`src/rhythm_game_pkg.sv`:
```
package rhythm_game_pkg;

    // Game dimensions
    localparam int N_CHARTS    = 4;
    localparam int CHART_LEN   = 16;
    localparam int STEP_CYCLES = 16;
    localparam int N_NOTES     = 7;

    // One bit per note key
    typedef logic [N_NOTES-1:0] note_mask_t;

    typedef logic [$clog2(N_CHARTS)-1:0]  chart_id_t;
    typedef logic [$clog2(CHART_LEN)-1:0] step_idx_t;

    // Chart memory address, chart number above slot number
    typedef logic [$bits(chart_id_t)+$bits(step_idx_t)-1:0] chart_addr_t;

    // Hit or miss count, at most N_NOTES * CHART_LEN
    typedef logic [7:0] score_t;

    typedef enum logic {
        PAGE_MENU,
        PAGE_PLAY
    } page_t;

    // One-cycle press pulses
    typedef struct packed {
        note_mask_t note_press;
        logic       up;
        logic       down;
        logic       enter;
        logic       back;
        logic       rec;
    } user_in_t;

    typedef struct packed {
        chart_id_t chart_id;
        logic      rec_mode;
        score_t    score;
        score_t    misses;
    } play_result_t;

    typedef struct packed {
        page_t     page;
        chart_id_t chart_id;
        logic      rec_mode;
        step_idx_t step_idx;
        score_t    score;
        score_t    best_score;
    } game_status_t;

endpackage

```
`src/key_input_unit.sv`:
```
`timescale 1ns/1ps

module key_input_unit (
    input  logic                        clk,
    input  logic                        sys_rst,
    input  rhythm_game_pkg::note_mask_t note_keys,
    input  logic                        btn_up,
    input  logic                        btn_down,
    input  logic                        btn_enter,
    input  logic                        btn_back,
    input  logic                        btn_rec,
    output rhythm_game_pkg::user_in_t   user_in
);

    // Raw keys laid out in the same order as the user input struct
    logic [$bits(rhythm_game_pkg::user_in_t)-1:0] raw_keys;
    logic [$bits(rhythm_game_pkg::user_in_t)-1:0] sync_a;
    logic [$bits(rhythm_game_pkg::user_in_t)-1:0] sync_b;
    logic [$bits(rhythm_game_pkg::user_in_t)-1:0] prev_keys;

    assign raw_keys = {note_keys, btn_up, btn_down, btn_enter, btn_back, btn_rec};

    always_ff @(posedge clk or posedge sys_rst) begin
        if (sys_rst) begin
            sync_a    <= '0;
            sync_b    <= '0;
            prev_keys <= '0;
            user_in   <= '0;
        end else begin
            sync_a    <= raw_keys;
            sync_b    <= sync_a;
            prev_keys <= sync_b;
            // Rising edge of the synchronized key, one pulse per press
            user_in   <= rhythm_game_pkg::user_in_t'(sync_b & ~prev_keys);
        end
    end

endmodule

```
`src/chart_store.sv`:
```
`timescale 1ns/1ps

module chart_store (
    input  logic                         clk,
    input  logic                         sys_rst,
    input  rhythm_game_pkg::chart_addr_t rd_addr,
    input  logic                         wr_en,
    input  rhythm_game_pkg::chart_addr_t wr_addr,
    input  rhythm_game_pkg::note_mask_t  wr_data,
    output rhythm_game_pkg::note_mask_t  rd_data
);

    // All charts back to back, one note mask per slot
    rhythm_game_pkg::note_mask_t mem [rhythm_game_pkg::N_CHARTS * rhythm_game_pkg::CHART_LEN];

    always_ff @(posedge clk or posedge sys_rst) begin
        if (sys_rst) begin
            // Charts start empty until recorded
            for (int i = 0; i < rhythm_game_pkg::N_CHARTS * rhythm_game_pkg::CHART_LEN; i++) begin
                mem[i] <= '0;
            end
            rd_data <= '0;
        end else begin
            if (wr_en) begin
                mem[wr_addr] <= wr_data;
            end
            rd_data <= mem[rd_addr];
        end
    end

endmodule

```
`src/record_store.sv`:
```
`timescale 1ns/1ps

module record_store (
    input  logic                          clk,
    input  logic                          sys_rst,
    input  rhythm_game_pkg::play_result_t result,
    input  logic                          result_valid,
    input  logic                          result_ready,
    input  rhythm_game_pkg::chart_id_t    rd_id,
    output rhythm_game_pkg::score_t       best_score
);

    rhythm_game_pkg::score_t best [rhythm_game_pkg::N_CHARTS];
    logic new_best;

    // Only accepted play runs that beat the stored score count
    assign new_best = result_valid && result_ready && !result.rec_mode &&
                      (result.score > best[result.chart_id]);

    always_ff @(posedge clk or posedge sys_rst) begin
        if (sys_rst) begin
            for (int i = 0; i < rhythm_game_pkg::N_CHARTS; i++) begin
                best[i] <= '0;
            end
        end else if (new_best) begin
            best[result.chart_id] <= result.score;
        end
    end

    assign best_score = best[rd_id];

endmodule

```
`src/page_menu.sv`:
```
`timescale 1ns/1ps

module page_menu (
    input  logic                       clk,
    input  logic                       sys_rst,
    input  logic                       start,
    input  logic                       active,
    input  rhythm_game_pkg::user_in_t  user_in,
    input  rhythm_game_pkg::score_t    best_score,
    output rhythm_game_pkg::page_t     next_page,
    output rhythm_game_pkg::chart_id_t chart_id,
    output logic                       rec_mode,
    output rhythm_game_pkg::chart_id_t rd_id,
    output rhythm_game_pkg::score_t    best_shown
);

    // Selection survives a run, so only reset clears it
    always_ff @(posedge clk or posedge sys_rst) begin
        if (sys_rst) begin
            chart_id <= '0;
            rec_mode <= 1'b0;
        end else if (active) begin
            // Two-bit id wraps on its own
            if (user_in.up) begin
                chart_id <= chart_id + 1'b1;
            end else if (user_in.down) begin
                chart_id <= chart_id - 1'b1;
            end
            if (user_in.rec) begin
                rec_mode <= !rec_mode;
            end
        end
    end

    assign rd_id = chart_id;

    // Best score of the selection, reloaded on entry and tracked while shown
    always_ff @(posedge clk or posedge sys_rst) begin
        if (sys_rst) begin
            best_shown <= '0;
        end else if (start || active) begin
            best_shown <= best_score;
        end
    end

    assign next_page = (active && user_in.enter) ? rhythm_game_pkg::PAGE_PLAY
                                                 : rhythm_game_pkg::PAGE_MENU;

endmodule

```
`src/page_play.sv`:
```
`timescale 1ns/1ps

module page_play (
    input  logic                          clk,
    input  logic                          sys_rst,
    input  logic                          start,
    input  logic                          active,
    input  rhythm_game_pkg::user_in_t     user_in,
    input  rhythm_game_pkg::chart_id_t    chart_id,
    input  logic                          rec_mode,
    input  rhythm_game_pkg::note_mask_t   chart_rd_data,
    input  logic                          result_ready,
    output rhythm_game_pkg::chart_addr_t  chart_rd_addr,
    output logic                          chart_wr_en,
    output rhythm_game_pkg::chart_addr_t  chart_wr_addr,
    output rhythm_game_pkg::note_mask_t   chart_wr_data,
    output rhythm_game_pkg::play_result_t result,
    output logic                          result_valid,
    output rhythm_game_pkg::page_t        next_page,
    output rhythm_game_pkg::step_idx_t    step_idx,
    output rhythm_game_pkg::score_t       score
);

    typedef enum logic {
        ST_RUN,
        ST_OFFER
    } play_state_t;

    play_state_t                     state;
    logic [$clog2(rhythm_game_pkg::STEP_CYCLES)-1:0] cyc;
    rhythm_game_pkg::note_mask_t     acc;
    rhythm_game_pkg::note_mask_t     slot_mask;
    rhythm_game_pkg::score_t         misses;
    logic                            running;
    logic                            abort;
    logic                            slot_end;
    logic                            last_slot;
    logic                            accept;

    // Back only counts while slots are running, an offered result must be taken
    assign abort     = active && (state == ST_RUN) && user_in.back;
    assign running   = active && (state == ST_RUN) && !user_in.back;
    assign slot_end  = running && (cyc == rhythm_game_pkg::STEP_CYCLES - 1);
    assign last_slot = step_idx == rhythm_game_pkg::CHART_LEN - 1;
    assign accept    = result_valid && result_ready;

    // Presses of the current cycle still belong to this slot
    assign slot_mask = acc | user_in.note_press;

    // Address is stable for the whole slot, so read data is ready by its end
    assign chart_rd_addr = {chart_id, step_idx};
    assign chart_wr_addr = chart_rd_addr;
    assign chart_wr_en   = slot_end && rec_mode;
    assign chart_wr_data = slot_mask;

    assign result_valid = state == ST_OFFER;
    assign result       = '{chart_id: chart_id, rec_mode: rec_mode, score: score,
                            misses: misses};

    assign next_page = (abort || accept) ? rhythm_game_pkg::PAGE_MENU
                                         : rhythm_game_pkg::PAGE_PLAY;

    always_ff @(posedge clk or posedge sys_rst) begin
        if (sys_rst) begin
            state    <= ST_RUN;
            cyc      <= '0;
            step_idx <= '0;
            acc      <= '0;
            score    <= '0;
            misses   <= '0;
        end else if (start) begin
            state    <= ST_RUN;
            cyc      <= '0;
            step_idx <= '0;
            acc      <= '0;
            score    <= '0;
            misses   <= '0;
        end else if (accept) begin
            state <= ST_RUN;
        end else if (slot_end) begin
            cyc <= '0;
            acc <= '0;
            if (rec_mode) begin
                // Record runs count the notes written
                score <= score + rhythm_game_pkg::score_t'($countones(slot_mask));
            end else begin
                score  <= score + rhythm_game_pkg::score_t'(
                              $countones(slot_mask & chart_rd_data));
                misses <= misses + rhythm_game_pkg::score_t'(
                              $countones(slot_mask & ~chart_rd_data));
            end
            if (last_slot) begin
                state <= ST_OFFER;
            end else begin
                step_idx <= step_idx + 1'b1;
            end
        end else if (running) begin
            cyc <= cyc + 1'b1;
            acc <= slot_mask;
        end
    end

endmodule

```
`src/rhythm_game_top.sv`:
```
`timescale 1ns/1ps

module rhythm_game_top (
    input  logic                          clk,
    input  logic                          sys_rst,
    input  rhythm_game_pkg::note_mask_t   note_keys,
    input  logic                          btn_up,
    input  logic                          btn_down,
    input  logic                          btn_enter,
    input  logic                          btn_back,
    input  logic                          btn_rec,
    input  logic                          result_ready,
    output rhythm_game_pkg::game_status_t status,
    output rhythm_game_pkg::play_result_t result,
    output logic                          result_valid
);

    rhythm_game_pkg::page_t       cur_page;
    rhythm_game_pkg::page_t       req_page;
    rhythm_game_pkg::page_t       menu_next;
    rhythm_game_pkg::page_t       play_next;
    logic                         menu_start;
    logic                         play_start;
    logic                         menu_active;
    logic                         play_active;
    rhythm_game_pkg::user_in_t    user_in;
    rhythm_game_pkg::chart_id_t   chart_id;
    rhythm_game_pkg::chart_id_t   rd_id;
    logic                         rec_mode;
    rhythm_game_pkg::score_t      best_score;
    rhythm_game_pkg::score_t      best_shown;
    rhythm_game_pkg::chart_addr_t chart_rd_addr;
    rhythm_game_pkg::chart_addr_t chart_wr_addr;
    logic                         chart_wr_en;
    rhythm_game_pkg::note_mask_t  chart_wr_data;
    rhythm_game_pkg::note_mask_t  chart_rd_data;
    rhythm_game_pkg::step_idx_t   step_idx;
    rhythm_game_pkg::score_t      score;

    key_input_unit i_keys (
        .clk(clk), .sys_rst(sys_rst),
        .note_keys(note_keys),
        .btn_up(btn_up), .btn_down(btn_down), .btn_enter(btn_enter),
        .btn_back(btn_back), .btn_rec(btn_rec),
        .user_in(user_in)
    );

    chart_store i_charts (
        .clk(clk), .sys_rst(sys_rst),
        .rd_addr(chart_rd_addr), .wr_en(chart_wr_en),
        .wr_addr(chart_wr_addr), .wr_data(chart_wr_data),
        .rd_data(chart_rd_data)
    );

    record_store i_records (
        .clk(clk), .sys_rst(sys_rst),
        .result(result), .result_valid(result_valid), .result_ready(result_ready),
        .rd_id(rd_id), .best_score(best_score)
    );

    page_menu i_menu (
        .clk(clk), .sys_rst(sys_rst),
        .start(menu_start), .active(menu_active), .user_in(user_in),
        .best_score(best_score), .next_page(menu_next),
        .chart_id(chart_id), .rec_mode(rec_mode), .rd_id(rd_id),
        .best_shown(best_shown)
    );

    page_play i_play (
        .clk(clk), .sys_rst(sys_rst),
        .start(play_start), .active(play_active), .user_in(user_in),
        .chart_id(chart_id), .rec_mode(rec_mode),
        .chart_rd_data(chart_rd_data), .result_ready(result_ready),
        .chart_rd_addr(chart_rd_addr), .chart_wr_en(chart_wr_en),
        .chart_wr_addr(chart_wr_addr), .chart_wr_data(chart_wr_data),
        .result(result), .result_valid(result_valid),
        .next_page(play_next), .step_idx(step_idx), .score(score)
    );

    // Only the current page decides where to go next
    always_comb begin
        case (cur_page)
            rhythm_game_pkg::PAGE_PLAY: req_page = play_next;
            default:                    req_page = menu_next;
        endcase
    end

    assign menu_active = cur_page == rhythm_game_pkg::PAGE_MENU;
    assign play_active = cur_page == rhythm_game_pkg::PAGE_PLAY;

    // Start goes to the entered page in the cycle before it becomes current
    assign menu_start = (req_page != cur_page) && (req_page == rhythm_game_pkg::PAGE_MENU);
    assign play_start = (req_page != cur_page) && (req_page == rhythm_game_pkg::PAGE_PLAY);

    always_ff @(posedge clk or posedge sys_rst) begin
        if (sys_rst) begin
            cur_page <= rhythm_game_pkg::PAGE_MENU;
        end else begin
            cur_page <= req_page;
        end
    end

    assign status = '{page: cur_page, chart_id: chart_id, rec_mode: rec_mode,
                      step_idx: step_idx, score: score, best_score: best_shown};

endmodule

```
`config.mk`:
```
export PLATFORM = sky130hd
export DESIGN_NAME = rhythm_game_top
export DESIGN_NICKNAME = d
export VERILOG_FILES = /design/src/rhythm_game_pkg.sv /design/src/key_input_unit.sv /design/src/chart_store.sv /design/src/record_store.sv /design/src/page_menu.sv /design/src/page_play.sv /design/src/rhythm_game_top.sv
export SDC_FILE = /design/constraint.sdc
export NUM_CORES = 1
export LEC_CHECK = 0
export ABC_AREA = 1
export BUFFER_PORTS_ARGS = -buffer_cell sky130_fd_sc_hd__buf_2
export CAP_MARGIN = 10
export CORE_ASPECT_RATIO = 1.2
export CORE_UTILIZATION = 40
export DETAILED_ROUTE_END_ITERATION = 10
export SYNTH_ARGS = -nofsm -noshare
export SYNTH_HDL_FRONTEND = slang
export SYNTH_HIERARCHICAL = 1
export SYNTH_SLANG_ARGS = --single-unit
```
`constraint.sdc`:
```
create_clock -name clk -period 12.3 [get_ports clk]
set_clock_uncertainty 0.2 [all_clocks]
set_input_delay 0.615 -clock clk [delete_from_list [all_inputs] [get_ports clk]]
set_output_delay 0.615 -clock clk [all_outputs]
set_load 0.005 [all_outputs]
```
# Word-level counts from Yosys, hierarchy flattened
# Index checks and enable logic that the tools add are counted.
[totals]
inputBits = 15
word_cells = 205
output_inout_bits = 44
ff_bits = 579
[classes]
reduce_logical = 29
n_eq_ne = 6
n_addsub = 25
magnitude_cmp = 5
muxes = 41
bitwise_logic = 11
[op_table]
columns = ["cell", "count"]
rows = [
  ["$bwmux W448", 1],
  ["$mux W8", 11],
  ["$add A8 B8 Y8", 9],
  ["$mux W7", 7],
  ["$bmux W7 S6", 1],
  ["$demux W7 S6", 1],
  ["$bwmux W32", 1],
  ["$mux W4", 8],
  ["$add A8 B1 Y8", 3],
  ["$add A1 B1 Y2", 9],
  ["$bmux W8 S2", 1],
  ["$demux W8 S2", 1],
  ["$and A7 B7 Y7", 2],
  ["$logic_and A1 B1 Y1", 13],
  ["$and A12 B12 Y12", 1],
  ["$not A12 Y12", 1],
  ["$reduce_and A2 Y1", 5],
  ["$reduce_bool A3 Y1", 3],
  ["$add A4 B1 Y4 const B", 2],
  ["$eq A4 B4 Y1 const B", 2],
  ["$gt A8 B8 Y1", 1],
  ["$ge A7 B7 Y1 const B", 1],
  ["$lt A7 B1 Y1 const B", 1],
  ["$mux W1", 7],
  ["other kinds (16)", 25],
]

# Depth between registers and ports, before layout
# Gate-level depths: netlist (run 1).
[logic_depth]
depth_word = 10
depth_mapped = 18
depth_no_buf = 18

# Hierarchy
# Netlist (run 1), hierarchy kept.
[by_module_without_submodules]
columns = ["mod", "area_each_um2", "seq_area_each_um2", "cells_per_inst", "instances"]
rows = [
  ["chart_store", 20721.1, 11385.9, 2613, 1],
  ["page_play", 2667.6, 800.8, 348, 1],
  ["record_store", 2050.7, 800.8, 257, 1],
  ["key_input_unit", 1325.0, 1201.2, 73, 1],
  ["page_menu", 483.0, 275.3, 54, 1],
  ["rhythm_game_top", 73.8, 25.0, 10, 1],
]

# Worst setup path after synthesis (run 1)
# No wires, ideal clock.
[synth_path]
kind = "reg2reg"
start = "register i_play.acc[2]"
end = "register i_play.score[6]"
t_required_ps = 11984
period_less_slack_ps = 3506
arrival_time_ps = 3190
path_stages_with_launch = 18
setup_slack_ps = 8794
path_buffers = 0
setup_ps = 116
path_cell_list = "dfrtp_1 nor2_1 nor2_1 fa_1 inv_1 fa_1 fa_1 inv_1 ha_1 fa_1 nand2_1 nand2_1 nand2_1 nand2_1 nand4_1 nor2_1 nor2_1 nor2_1"
[synth_between]
elab_chain_len = 10
word_cells_on_any_way = 14
cone_classes = "8 x add/sub; 4 x mux; 2 x bitwise"
[synth_lines]
columns = ["element", "line_no", "source"]
rows = [
  ["start: declaration", "page_play.sv:31", "rhythm_game_pkg::note_mask_t acc;"],
  ["start signal: assignment", "page_play.sv:99", "acc <= slot_mask;"],
  ["$or A7 B7 Y7 (*)", "page_play.sv:48", "assign slot_mask = acc | user_in.note_press;"],
  ["$and A7 B7 Y7", "page_play.sv:88", "$countones(slot_mask & chart_rd_data));"],
  ["$add A1 B1 Y2 (implied by the code)", "page_play.sv:88", ""],
  ["$add A8 B8 Y8 (implied by the code) (2 in a row)", "page_play.sv:88", ""],
  ["$add A8 B8 Y8", "page_play.sv:87", "score <= score + rhythm_game_pkg::score_t'("],
  ["$mux W8 (*)", "page_play.sv:83", "if (rec_mode) begin"],
  ["$mux W8 (*)", "page_play.sv:80", "end else if (slot_end) begin"],
  ["$mux W8 (*)", "page_play.sv:78", "end else if (accept) begin"],
  ["$mux W8 (*)", "page_play.sv:71", "end else if (start) begin"],
  ["end signal: assignment", "page_play.sv:85", "score <= score + rhythm_game_pkg::score_t'($countones(slot_mask));"],
  ["end signal: assignment", "page_play.sv:87", ""],
  ["end: declaration", "page_play.sv:21", "output rhythm_game_pkg::score_t score"],
]
# Mark *: on every way between the ends. The rest lies on a longest branch, timed or not. The select of a mux whose other input is x is not followed.
# A chain may end at the register's enable or synchronous reset.

# Worst setup path in the final report (run 1)
[layout_path]
start = "register i_play.step_idx[0]"
end = "register i_charts.rd_data[5]"
[layout_between]
elab_chain_len = 4
[layout_lines]
columns = ["element", "line_no", "source"]
rows = [
  ["start: declaration", "page_play.sv:20", "output rhythm_game_pkg::step_idx_t step_idx,"],
  ["start signal: assignment", "page_play.sv:95", "step_idx <= step_idx + 1'b1;"],
  ["$not A6 Y7 (implied by the code)", "chart_store.sv:27", "rd_data <= mem[rd_addr];"],
  ["$bmux W7 S6", "chart_store.sv:27", ""],
  ["$mux W7 (implied by the code) (2 in a row)", "chart_store.sv:27", ""],
  ["end signal: assignment", "chart_store.sv:27", ""],
  ["end: declaration", "chart_store.sv:10", "output rhythm_game_pkg::note_mask_t rd_data"],
]
# No other way between the ends. The select of a mux whose other input is x is not followed.

==> results of run 1 <==
-- power by group through the flow --
stage / logic (µW) / clock network, µW / registers (µW)
after floorplan: 748 / 0 / 2050
after global placement: 1000 / 0 / 2110
after detailed placement: 1010 / 0 / 2110
after CTS: 1020 / 1890 / 2070
after global routing: 1130 / 1950 / 2080
final: 1010 / 1840 / 2070
-- per-stage QoR --
stage | cells | util, % | setup WS (ps) | instance area [µm²]
3_5_place_dp | 4095 | 41.4 | 8340 | 27900
5_1_grt | 4213 | 44.5 | 8040 | 30000
4_1_cts | 4213 | 44.5 | 8330 | 30000
6_report | 4213 | 44.5 | 8290 | 30000
2_1_floorplan | 3355 | - | 5330 | 27300
3_3_place_gp | 4095 | 41.4 | 8330 | 27900
-- cells in the mapped netlist (2+ instances only) --
cell	instances	area share [%]
a22oi_1	2	0.055
a221oi_1	7	0.22
nand3b_1	2	0.055
buf_4	32	0.88
nor3_1	9	0.16
xnor2_1	3	0.096
or2_2	5	0.11
a21oi_1	91	1.7
clkbuf_1	156	2.1
o21ai_0	413	7.6
buf_1	21	0.29
nor2_2	19	0.44
nor2_4	3	0.12
o22ai_1	9	0.21
nor2_1	154	2.1
xor2_1	2	0.064
nand4_1	39	0.89
mux2i_1	2	0.073
o21ai_1	4	0.073
inv_2	7	0.096
inv_1	88	1.2
nand2_2	6	0.14
nor3_2	5	0.18
nand3_1	399	7.3
nand2_4	4	0.16
buf_6	4	0.16
dfrtp_1	579	53
buf_2	31	0.57
clkinv_1	7	0.096
nand3_4	4	0.26
ha_1	31	1.4
fa_1	12	0.88
nand2_1	1189	16
nor4_4	7	0.54
-- layer usage --
metal,part of all wire (%),vias to the layer above,track usage [%]
met5,0,-,0
met4,2.5,0,6.67
met3,4.5,119,3.07
met2,48,539,36.8
met1,45,10700,30.6
li1,-,10800,-
-- worst register-to-register path: stages (launching register included) --
cell and delay [ps]:
dfrtp_4 590, inv_6 480, buf_4 780, buf_4 910, nand2_1 210, nand3_1 120
nand3_1 110, nand2_1 130, nand2_1 60, nand3_1 170, nand3_1 100, nand2_1 100
-- cells by family (layout without fill, tap and decap cells) --
logic type	count (synthesis)	after routing	share of synthesized area (%)
buf+inv	347	304	5.47
xor+xnor	5	5	0.160
simple gates	1849	1849	29.0
compound gates	530	530	9.94
fa+ha+maj	43	43	2.30
flops	579	579	53.0
mux	2	2	0.0733
-- sequential cells by signal (all words and copies together) (netlist names), 7 cells and up --
signal             cells
i_keys/prev_keys      12
i_records/best        32
i_play/misses          8
i_keys/sync_a         12
i_play/score           8
i_play/acc             7
i_charts/rd_data       7
i_menu/best_shown      8
i_keys/user_in        12
i_charts/mem         448
i_keys/sync_b         12
-- worst paths after layout --
check / start / depth (start not counted) / to
worst min register to register: i_keys/sync_a[0] / 0 / i_keys/sync_b[0]
worst max-delay path: i_play/step_idx[0] / 11 / i_charts/rd_data[5]
worst max register to register: i_play/step_idx[0] / 11 / i_charts/rd_data[5]
min in group asynchronous: sys_rst / 3 / cur_page
max in group asynchronous: sys_rst / 5 / i_charts/mem[50]
worst min-delay path: i_keys/sync_a[0] / 0 / i_keys/sync_b[0]
-- final cells by class --
cell class	instances	area, µm²	share of cell area, %
sequential	579	14500	48.4
clock buffer	87	1690	5.65
clock inverter	18	270	0.902
multi-input combinational	2429	11300	37.8
tap	901	1130	3.76
inverter	103	399	1.33
timing repair buffer	96	633	2.11
==> results.py, run 1 <==
metrics = {
    "clocking": {
        "root_buffer": "clkbuf_16",
        "cts_resized": 0,
        "cts_tree": "built",
        "cts.htree.levels": 2,
        "cts.reportedPaths.clkPinSlew_ps": 60,
        "clock_sinks": 579,
        "clockBufferDepth": 3,
        "clock_latency_ps": 630,
        "cts_buffers": 58,
        "hold_buffers": 13,
        "cts_setup_buffers": 0,
    },
    "synth": {
        "syn_area_um2": 27300,
        "synthCells": 3355,
        "avgSynthCellArea_um2": 8.14,
        "ys_types": 43,
        "yosysWarnings": 6,
        "synth_nets": 3413,
        "synth_edf_count": 0,
        "ys.flop_type": "dfrtp_1",
        "seq_area_frac_synth_pct": 53.0,
        "synth_async_sr_flop_share_pct": 100,
        "ys_ff_latch": 579,
    },
    "die": {
        "pin_count": 59,
        "coreArea_um2": 67300,
        "row_count": 104,
        "fp.dieArea_um2": 69400,
        "die_w_um": 241,
        "initial_utilization_pct": 40.6,
        "dieHeight_um": 288,
    },
    "power_and_ir_drop": {
        "p_seq_share_pct": 42.1,
        "p_total_uw": 4930,
        "p_sw_uw": 1630,
        "power.share.clock_pct": 37.4,
        "internal_power_uw": 3300,
        "combinationalPowerShare_pct": 20.6,
        "p_per_area_nw_per_um2": 165,
        "max-vdd-ir-drop_mv": 0.150,
        "leakagePower_uw": 0.0139,
        "swShare_pct": 33.1,
    },
    "global_route": {
        "grt_use_total_pct": 22.3,
        "grt_pass1_wl_um": 122000,
        "antenna_found_initial": 0,
        "grt_max_degree": 180,
        "grt_pass1_vias": 21000,
        "overflow": 0,
    },
    "timing": {
        "hold_ws_ps": 147,
        "fin_tns_setup_ps": 0,
        "rsz0062_at_grt": "false",
        "max_slew_margin_pct": 26.2,
        "tightest_slew_ps": 1110,
        "hold_viol_final": 0,
        "period_needed_ps": 4010,
        "setup_violations": 0,
        "max_freq_ghz": 0.249,
        "fin_crit_sh_pct": 32.6,
        "final_max_slew_viol_count": 0,
    },
    "placement": {
        "globalplace.congestion": 0.867,
        "dpl.hpwl_um": 46000,
        "port_buffers": 58,
    },
    "detailed_routing": {
        "drt_wl_total_um": 76700,
        "antenna_left": 0,
        "first_iter_violations": 2144,
        "via_count": 22100,
        "dr.pass1.iters": 5,
        "drc": 0,
        "avgViaCountPerCell": 5.24,
        "post_drt_wl_per_cell_um": 18.2,
    },
    "worst_setup_path": {
        "startpoint_type": "flop",
        "critPathMaxStageDelay_ps": 830,
        "crit_required_ps": 12670,
        "slowest_stage": "buf_4",
        "critPathCaptureType": "flop",
        "r2r_slack_ps": 8290,
        "path_cells": "inv_6, buf_4, buf_4, nand2_1, nand3_1, nand3_1, nand2_1, nand2_1, nand3_1, nand3_1, nand2_1",
        "path_class": "reg2reg",
        "worstPathMaxFanout": 83,
        "arrival_ps": 4380,
        "critPathBufInv": 3,
        "cp_top_family": "buffers and inverters",
    },
    "final_layout": {
        "area_delta_synth_final_pct": 9.65,
        "nFillCells": 6699,
        "insertedDiodeCount": 0,
        "fin_nets": 3325,
        "drive_gt1_share_pct": 7.58,
        "mostFrequentLayoutCells": "nand2_1 (1189), dfrtp_1 (575), o21ai_0 (413), nand3_1 (399), nor2_1 (154)",
        "final_common_cell": "nand2_1",
    },
    "flow_run": {
        "drv_cap": 0,
    },
    "min_path": {
        "min_path_type": "reg2reg",
    },
    "status": {
        "status": "complete, no violations",
    },
}
(Power assumes the default switching activity.)
==> run 2, diff against run 1 <==
==> constraint.sdc (replaced) <==
create_clock -name clk -period 4.2 [get_ports clk]
set_clock_uncertainty 0.2 [all_clocks]
set_input_delay 0.21 -clock clk [delete_from_list [all_inputs] [get_ports clk]]
set_output_delay 0.21 -clock clk [all_outputs]
set_load 0.005 [all_outputs]
==> results.py, run 2 (synthesized netlist as in run 1, its figures left out) <==
metrics = {
    "status": {
        "status": "complete, no violations",
    },
    "final_layout": {
        "top_regs": "i_charts/mem: 448 flops, i_records/best: 32 flops",
        "final_common_cell": "nand2_1",
        "mostFrequentLayoutCells": "nand2_1 (1189), dfrtp_1 (575), o21ai_0 (413), nand3_1 (399), nor2_1 (154)",
        "largest_reg_flops": 448,
        "area_delta_synth_final_pct": 12.4,
        "largest-register": "i_charts/mem",
        "drive_gt1_share_pct": 9.56,
        "insertedDiodeCount": 0,
        "final_design_area_no_fill_um2": 30700,
        "fin_nets": 3398,
    },
    "power_and_ir_drop": {
        "p_total_uw": 14700,
        "p_per_area_nw_per_um2": 479,
        "max-vdd-ir-drop_mv": 0.351,
        "leakagePower_uw": 0.0143,
    },
    "die": {
        "initial_utilization_pct": 40.6,
        "die_w_um": 241,
        "coreArea_um2": 67300,
        "fp.dieArea_um2": 69400,
        "dieHeight_um": 288,
        "pin_count": 59,
        "row_count": 104,
    },
    "clocking": {
        "cts_resized": 0,
        "clock_latency_ps": 630,
        "cts_buffers": 60,
        "cts_setup_buffers": 0,
        "cts_tree": "built",
        "clock_sinks": 579,
        "cts.reportedPaths.clkPinSlew_ps": 60,
        "clockBufferDepth": 3,
        "hold_buffers": 21,
        "cts.htree.levels": 2,
        "root_buffer": "clkbuf_16",
    },
    "detailed_routing": {
        "drc": 0,
        "via_count": 22300,
        "post_drt_wl_per_cell_um": 17.6,
        "first_iter_violations": 1958,
        "antenna_left": 0,
        "dr.pass1.iters": 6,
        "drt_wl_total_um": 75500,
        "avgViaCountPerCell": 5.21,
    },
    "worst_setup_path": {
        "startpoint_type": "flop",
        "r2r_slack_ps": 440,
        "path_class": "reg2reg",
        "critPathMaxStageDelay_ps": 510,
        "worstPathMaxFanout": 3,
        "critPathCaptureType": "flop",
        "crit_required_ps": 4560,
        "arrival_ps": 4120,
        "slowest_stage": "fa_1",
        "path_cells": "nor2_1, nor2_1, fa_1, inv_1, fa_1, fa_1, inv_1, ha_1, fa_1, nand2_1, nand2_1, nand2_1, nand2_1, nand3_1, nor2_1, nand2_1, nand2_1, nor2_1",
        "critPathCapture": "i_play/score[6]",
        "crit_top_cell": "nand2_1",
        "crit_start": "i_play/acc[2]",
        "r2r_end": "i_play/score[6]",
        "reg2reg_depth": 18,
        "reg2reg_from": "i_play/acc[2]",
    },
    "placement": {
        "place_area_um2": 28400,
        "dpl.hpwl_um": 46300,
        "port_buffers": 58,
        "dpl_worst_slack_ps": 468,
        "globalplace.congestion": 0.842,
    },
    "global_route": {
        "grt_pass1_vias": 21300,
        "grt_pass1_wl_um": 121000,
        "grt_use_total_pct": 22.2,
        "grt_max_degree": 165,
        "overflow": 0,
        "antenna_found_initial": 0,
    },
    "timing": {
        "setup_violations": 0,
        "tightest_slew_ps": 1190,
        "period_needed_ps": 3760,
        "max_slew_margin_pct": 20.3,
        "hold_viol_final": 0,
        "setup_ws_ps": 442,
        "final_max_slew_viol_count": 0,
        "max_freq_ghz": 0.266,
        "fin_tns_setup_ps": 0,
        "hold_ws_ps": 41.7,
        "fin_crit_sh_pct": 89.5,
        "rsz0062_at_grt": "false",
    },
    "min_path": {
        "min_path_type": "in2reg",
        "min_path_cells": 2,
    },
    "flow_run": {
        "drv_cap": 0,
    },
}
run 2: cell count changes in the layout (fill, tap and decap cells not counted), moves of 2 or more:
cell and delta:
clkbuf_16 +2, dlygate4sd3_1 +8, clkinv_2 +4, clkbuf_1 -4, buf_12 +8, clkbuf_8 +2, buf_4 +55
run 2: final cells by class:
class	instances	area, µm²
clock buffers	87	1750
clock inverters	24	318
fillers	6685	36600
inverters	103	399
multi-input cells	2429	11300
flip-flops and latches	579	14500
well taps	901	1130
repair buffers	167	1290
run 2: layer usage:
layer  up-vias  GRT usage (%)  share of wire (%)
met5         -              0                  0
met4         0           8.41                3.7
met3       143           3.65                5.0
met2       545           35.2                 46
met1     10700           30.4                 45
li1      10900              -                  -
run 2: stage by stage:
step	instances	utilization, %
detailed placement	4158	42.3
CTS	4290	45.7
global route	4290	45.7
global placement	4158	42.3
finish	4290	45.7
floorplan	3355	-
run 2: critical path, delay by kind of cell, from the launching register on:
family,cells,cell delay (ps)
adders and majority gates,5,2120
buffers and inverters,2,100
DFF,1,370
and+or+nand+nor,11,910
run 2: worst min-delay path by stage:
stage	startpoint	to	slack, ps
2_1_floorplan	sys_rst	cur_page	-260
3_3_place_gp	sys_rst	cur_page	-50
3_5_place_dp	sys_rst	cur_page	-50
4_1_cts	btn_down	i_keys/sync_a[3]	0.8
5_1_grt	btn_down	i_keys/sync_a[3]	20
6_report	btn_down	i_keys/sync_a[3]	40
run 2: power breakdown:
part | switching, µW | internal, µW | total [µW]
clock network | 2270 | 3320 | 5590
registers | 252 | 5770 | 6020
logic | 2300 | 804 | 3110
total | 4820 | 9890 | 14700
==> run 3, diff against run 2 <==
--- a/config.mk
+++ b/config.mk
@@ -9,8 +9,9 @@
 export BUFFER_PORTS_ARGS = -buffer_cell sky130_fd_sc_hd__buf_2
 export CAP_MARGIN = 10
 export CORE_ASPECT_RATIO = 1.2
-export CORE_UTILIZATION = 40
+export CORE_UTILIZATION = 50
 export DETAILED_ROUTE_END_ITERATION = 10
+export PLACE_DENSITY_LB_ADDON = 0.25
 export SYNTH_ARGS = -nofsm -noshare
 export SYNTH_HDL_FRONTEND = slang
 export SYNTH_HIERARCHICAL = 1
==> results.py, run 3 (synthesized netlist as in run 1, its figures left out) <==
metrics = {
    "status": {
        "status": "complete, no violations",
    },
    "final_layout": {
        "stdcell_count": 4065,
        "nFillCells": 4854,
        "final_design_area_no_fill_um2": 30200,
        "multiInputGateArea_um2": 11300,
        "largest-register": "i_charts/mem",
        "post-route-util_pct": 56.0,
        "regArea_um2": 14500,
        "insertedDiodeCount": 0,
        "top_regs": "i_charts/mem: 448 flops, i_records/best: 32 flops",
        "mostFrequentLayoutCells": "nand2_1 (1189), dfrtp_1 (575), o21ai_0 (413), nand3_1 (399), nor2_1 (154)",
        "largest_reg_flops": 448,
        "area_delta_synth_final_pct": 10.5,
        "drive_gt1_share_pct": 8.65,
        "final_common_cell": "nand2_1",
        "fin_nets": 3361,
    },
    "global_route": {
        "grt_pass1_vias": 21900,
        "antenna_found_initial": 0,
        "overflow": 0,
        "grt_pass1_wl_um": 119000,
        "grt_max_degree": 140,
        "grt_use_total_pct": 26.8,
    },
    "detailed_routing": {
        "dr.pass1.iters": 6,
        "via_count": 22800,
        "first_iter_violations": 2288,
        "drt_wl_total_um": 73300,
        "drc": 0,
        "antenna_left": 0,
        "avgViaCountPerCell": 5.60,
        "post_drt_wl_per_cell_um": 18.0,
    },
    "worst_setup_path": {
        "arrival_ps": 4110,
        "path_class": "reg2reg",
        "worstPathMaxFanout": 3,
        "r2r_end": "i_play/score[6]",
        "r2r_slack_ps": 460,
        "reg2reg_from": "i_play/acc[2]",
        "critPathCaptureType": "flop",
        "reg2reg_depth": 18,
        "crit_required_ps": 4560,
        "startpoint_type": "flop",
    },
    "timing": {
        "max_freq_ghz": 0.267,
        "period_needed_ps": 3740,
        "setup_violations": 0,
        "hold_viol_final": 0,
        "final_max_slew_viol_count": 0,
        "fin_crit_sh_pct": 89.1,
        "tightest_slew_ps": 1080,
        "max_slew_margin_pct": 27.5,
        "rsz0062_at_grt": "false",
    },
    "clocking": {
        "cts_buffers": 58,
        "cts.reportedPaths.clkPinSlew_ps": 60,
        "cts_resized": 0,
        "clock_latency_ps": 640,
        "cts.htree.levels": 2,
        "cts_tree": "built",
        "clockBufferDepth": 3,
        "clock_sinks": 579,
        "root_buffer": "clkbuf_16",
    },
    "flow_run": {
        "drv_cap": 0,
    },
    "placement": {
        "globalplace.congestion": 0.927,
        "place_area_um2": 27900,
        "place_inst": 3933,
        "dpl.hpwl_um": 45800,
        "port_buffers": 58,
    },
    "die": {
        "pin_count": 59,
        "row_count": 93,
        "coreArea_um2": 53900,
        "initial_utilization_pct": 50.7,
        "fp.dieArea_um2": 55600,
        "dieHeight_um": 258,
        "die_w_um": 215,
    },
    "min_path": {
        "min_path_cells": 2,
        "min_to": "i_keys/sync_a[10]",
        "min_path_type": "in2reg",
        "min-delay-start": "note_keys[5]",
    },
    "power_and_ir_drop": {
        "leakagePower_uw": 0.0142,
        "max-vdd-ir-drop_mv": 0.385,
        "p_per_area_nw_per_um2": 485,
    },
}
run 3: power breakdown:
group | switching [µW] | internal [µW]
clock network | 2220 | 3280
registers | 238 | 5770
logic | 2320 | 796
run 3: timing repair:
item,4_1_cts,5_1_grt
endpoints found under the hold margin,339,0
hold buffers,22,0
buffers inserted,0,0
run 3: layout make-up:
type	count	share of cell area [%]
Timing Repair Buffer	132	3.27
Clock inverter	22	0.978
Clock buffer	88	5.88
Multi-Input combinational cell	2429	37.6
Sequential cell	579	48.0
Inverter	103	1.33
Tap cell	712	2.95
run 3: how the worst max path moves through the flow:
| stage | startpoint | end | depth (start not counted) |
|---|---|---|---|
| 2_1_floorplan | sys_rst | i_charts/mem[0] | 1 |
| 3_3_place_gp | i_play/acc[2] | i_play/score[6] | 18 |
| 3_5_place_dp | i_play/acc[2] | i_play/score[6] | 18 |
| 4_1_cts | i_play/acc[2] | i_play/score[6] | 18 |
| 5_1_grt | i_play/acc[2] | i_play/score[6] | 18 |
| 6_report | i_play/acc[2] | i_play/score[6] | 18 |
run 3: per-stage QoR:
stage	power [µW]	setup TNS (ps)	hold WS, ps	setup WS [ps]
2_1_floorplan	8200	-1076100	-261	-2370
3_3_place_gp	9110	0	-56.9	447
3_5_place_dp	9170	0	-54.7	476
4_1_cts	14700	0	0.738	481
5_1_grt	15300	0	4.41	180
6_report	14600	0	28.9	457
run 3: layer usage:
metal	GRT usage (%)	up-vias	share of wire, %
met1	36.5	11000	43
met3	3.71	127	6.2
met2	44.5	777	48
met4	8.49	0	2.8
met5	0	-	0
li1	-	10800	-
run 3: worst max-delay path, cell delays in order, from the launching register on:
cell and delay [ps]:
dfrtp_1 380, nor2_1 180, nor2_1 90, fa_1 500, inv_1 50, fa_1 450
fa_1 490, inv_1 40, ha_1 220, fa_1 440, nand2_1 100, nand2_1 50
nand2_1 60, nand2_1 60, nand3_1 110, nor2_1 50, nand2_1 50, nand2_1 50
nor2_1 140
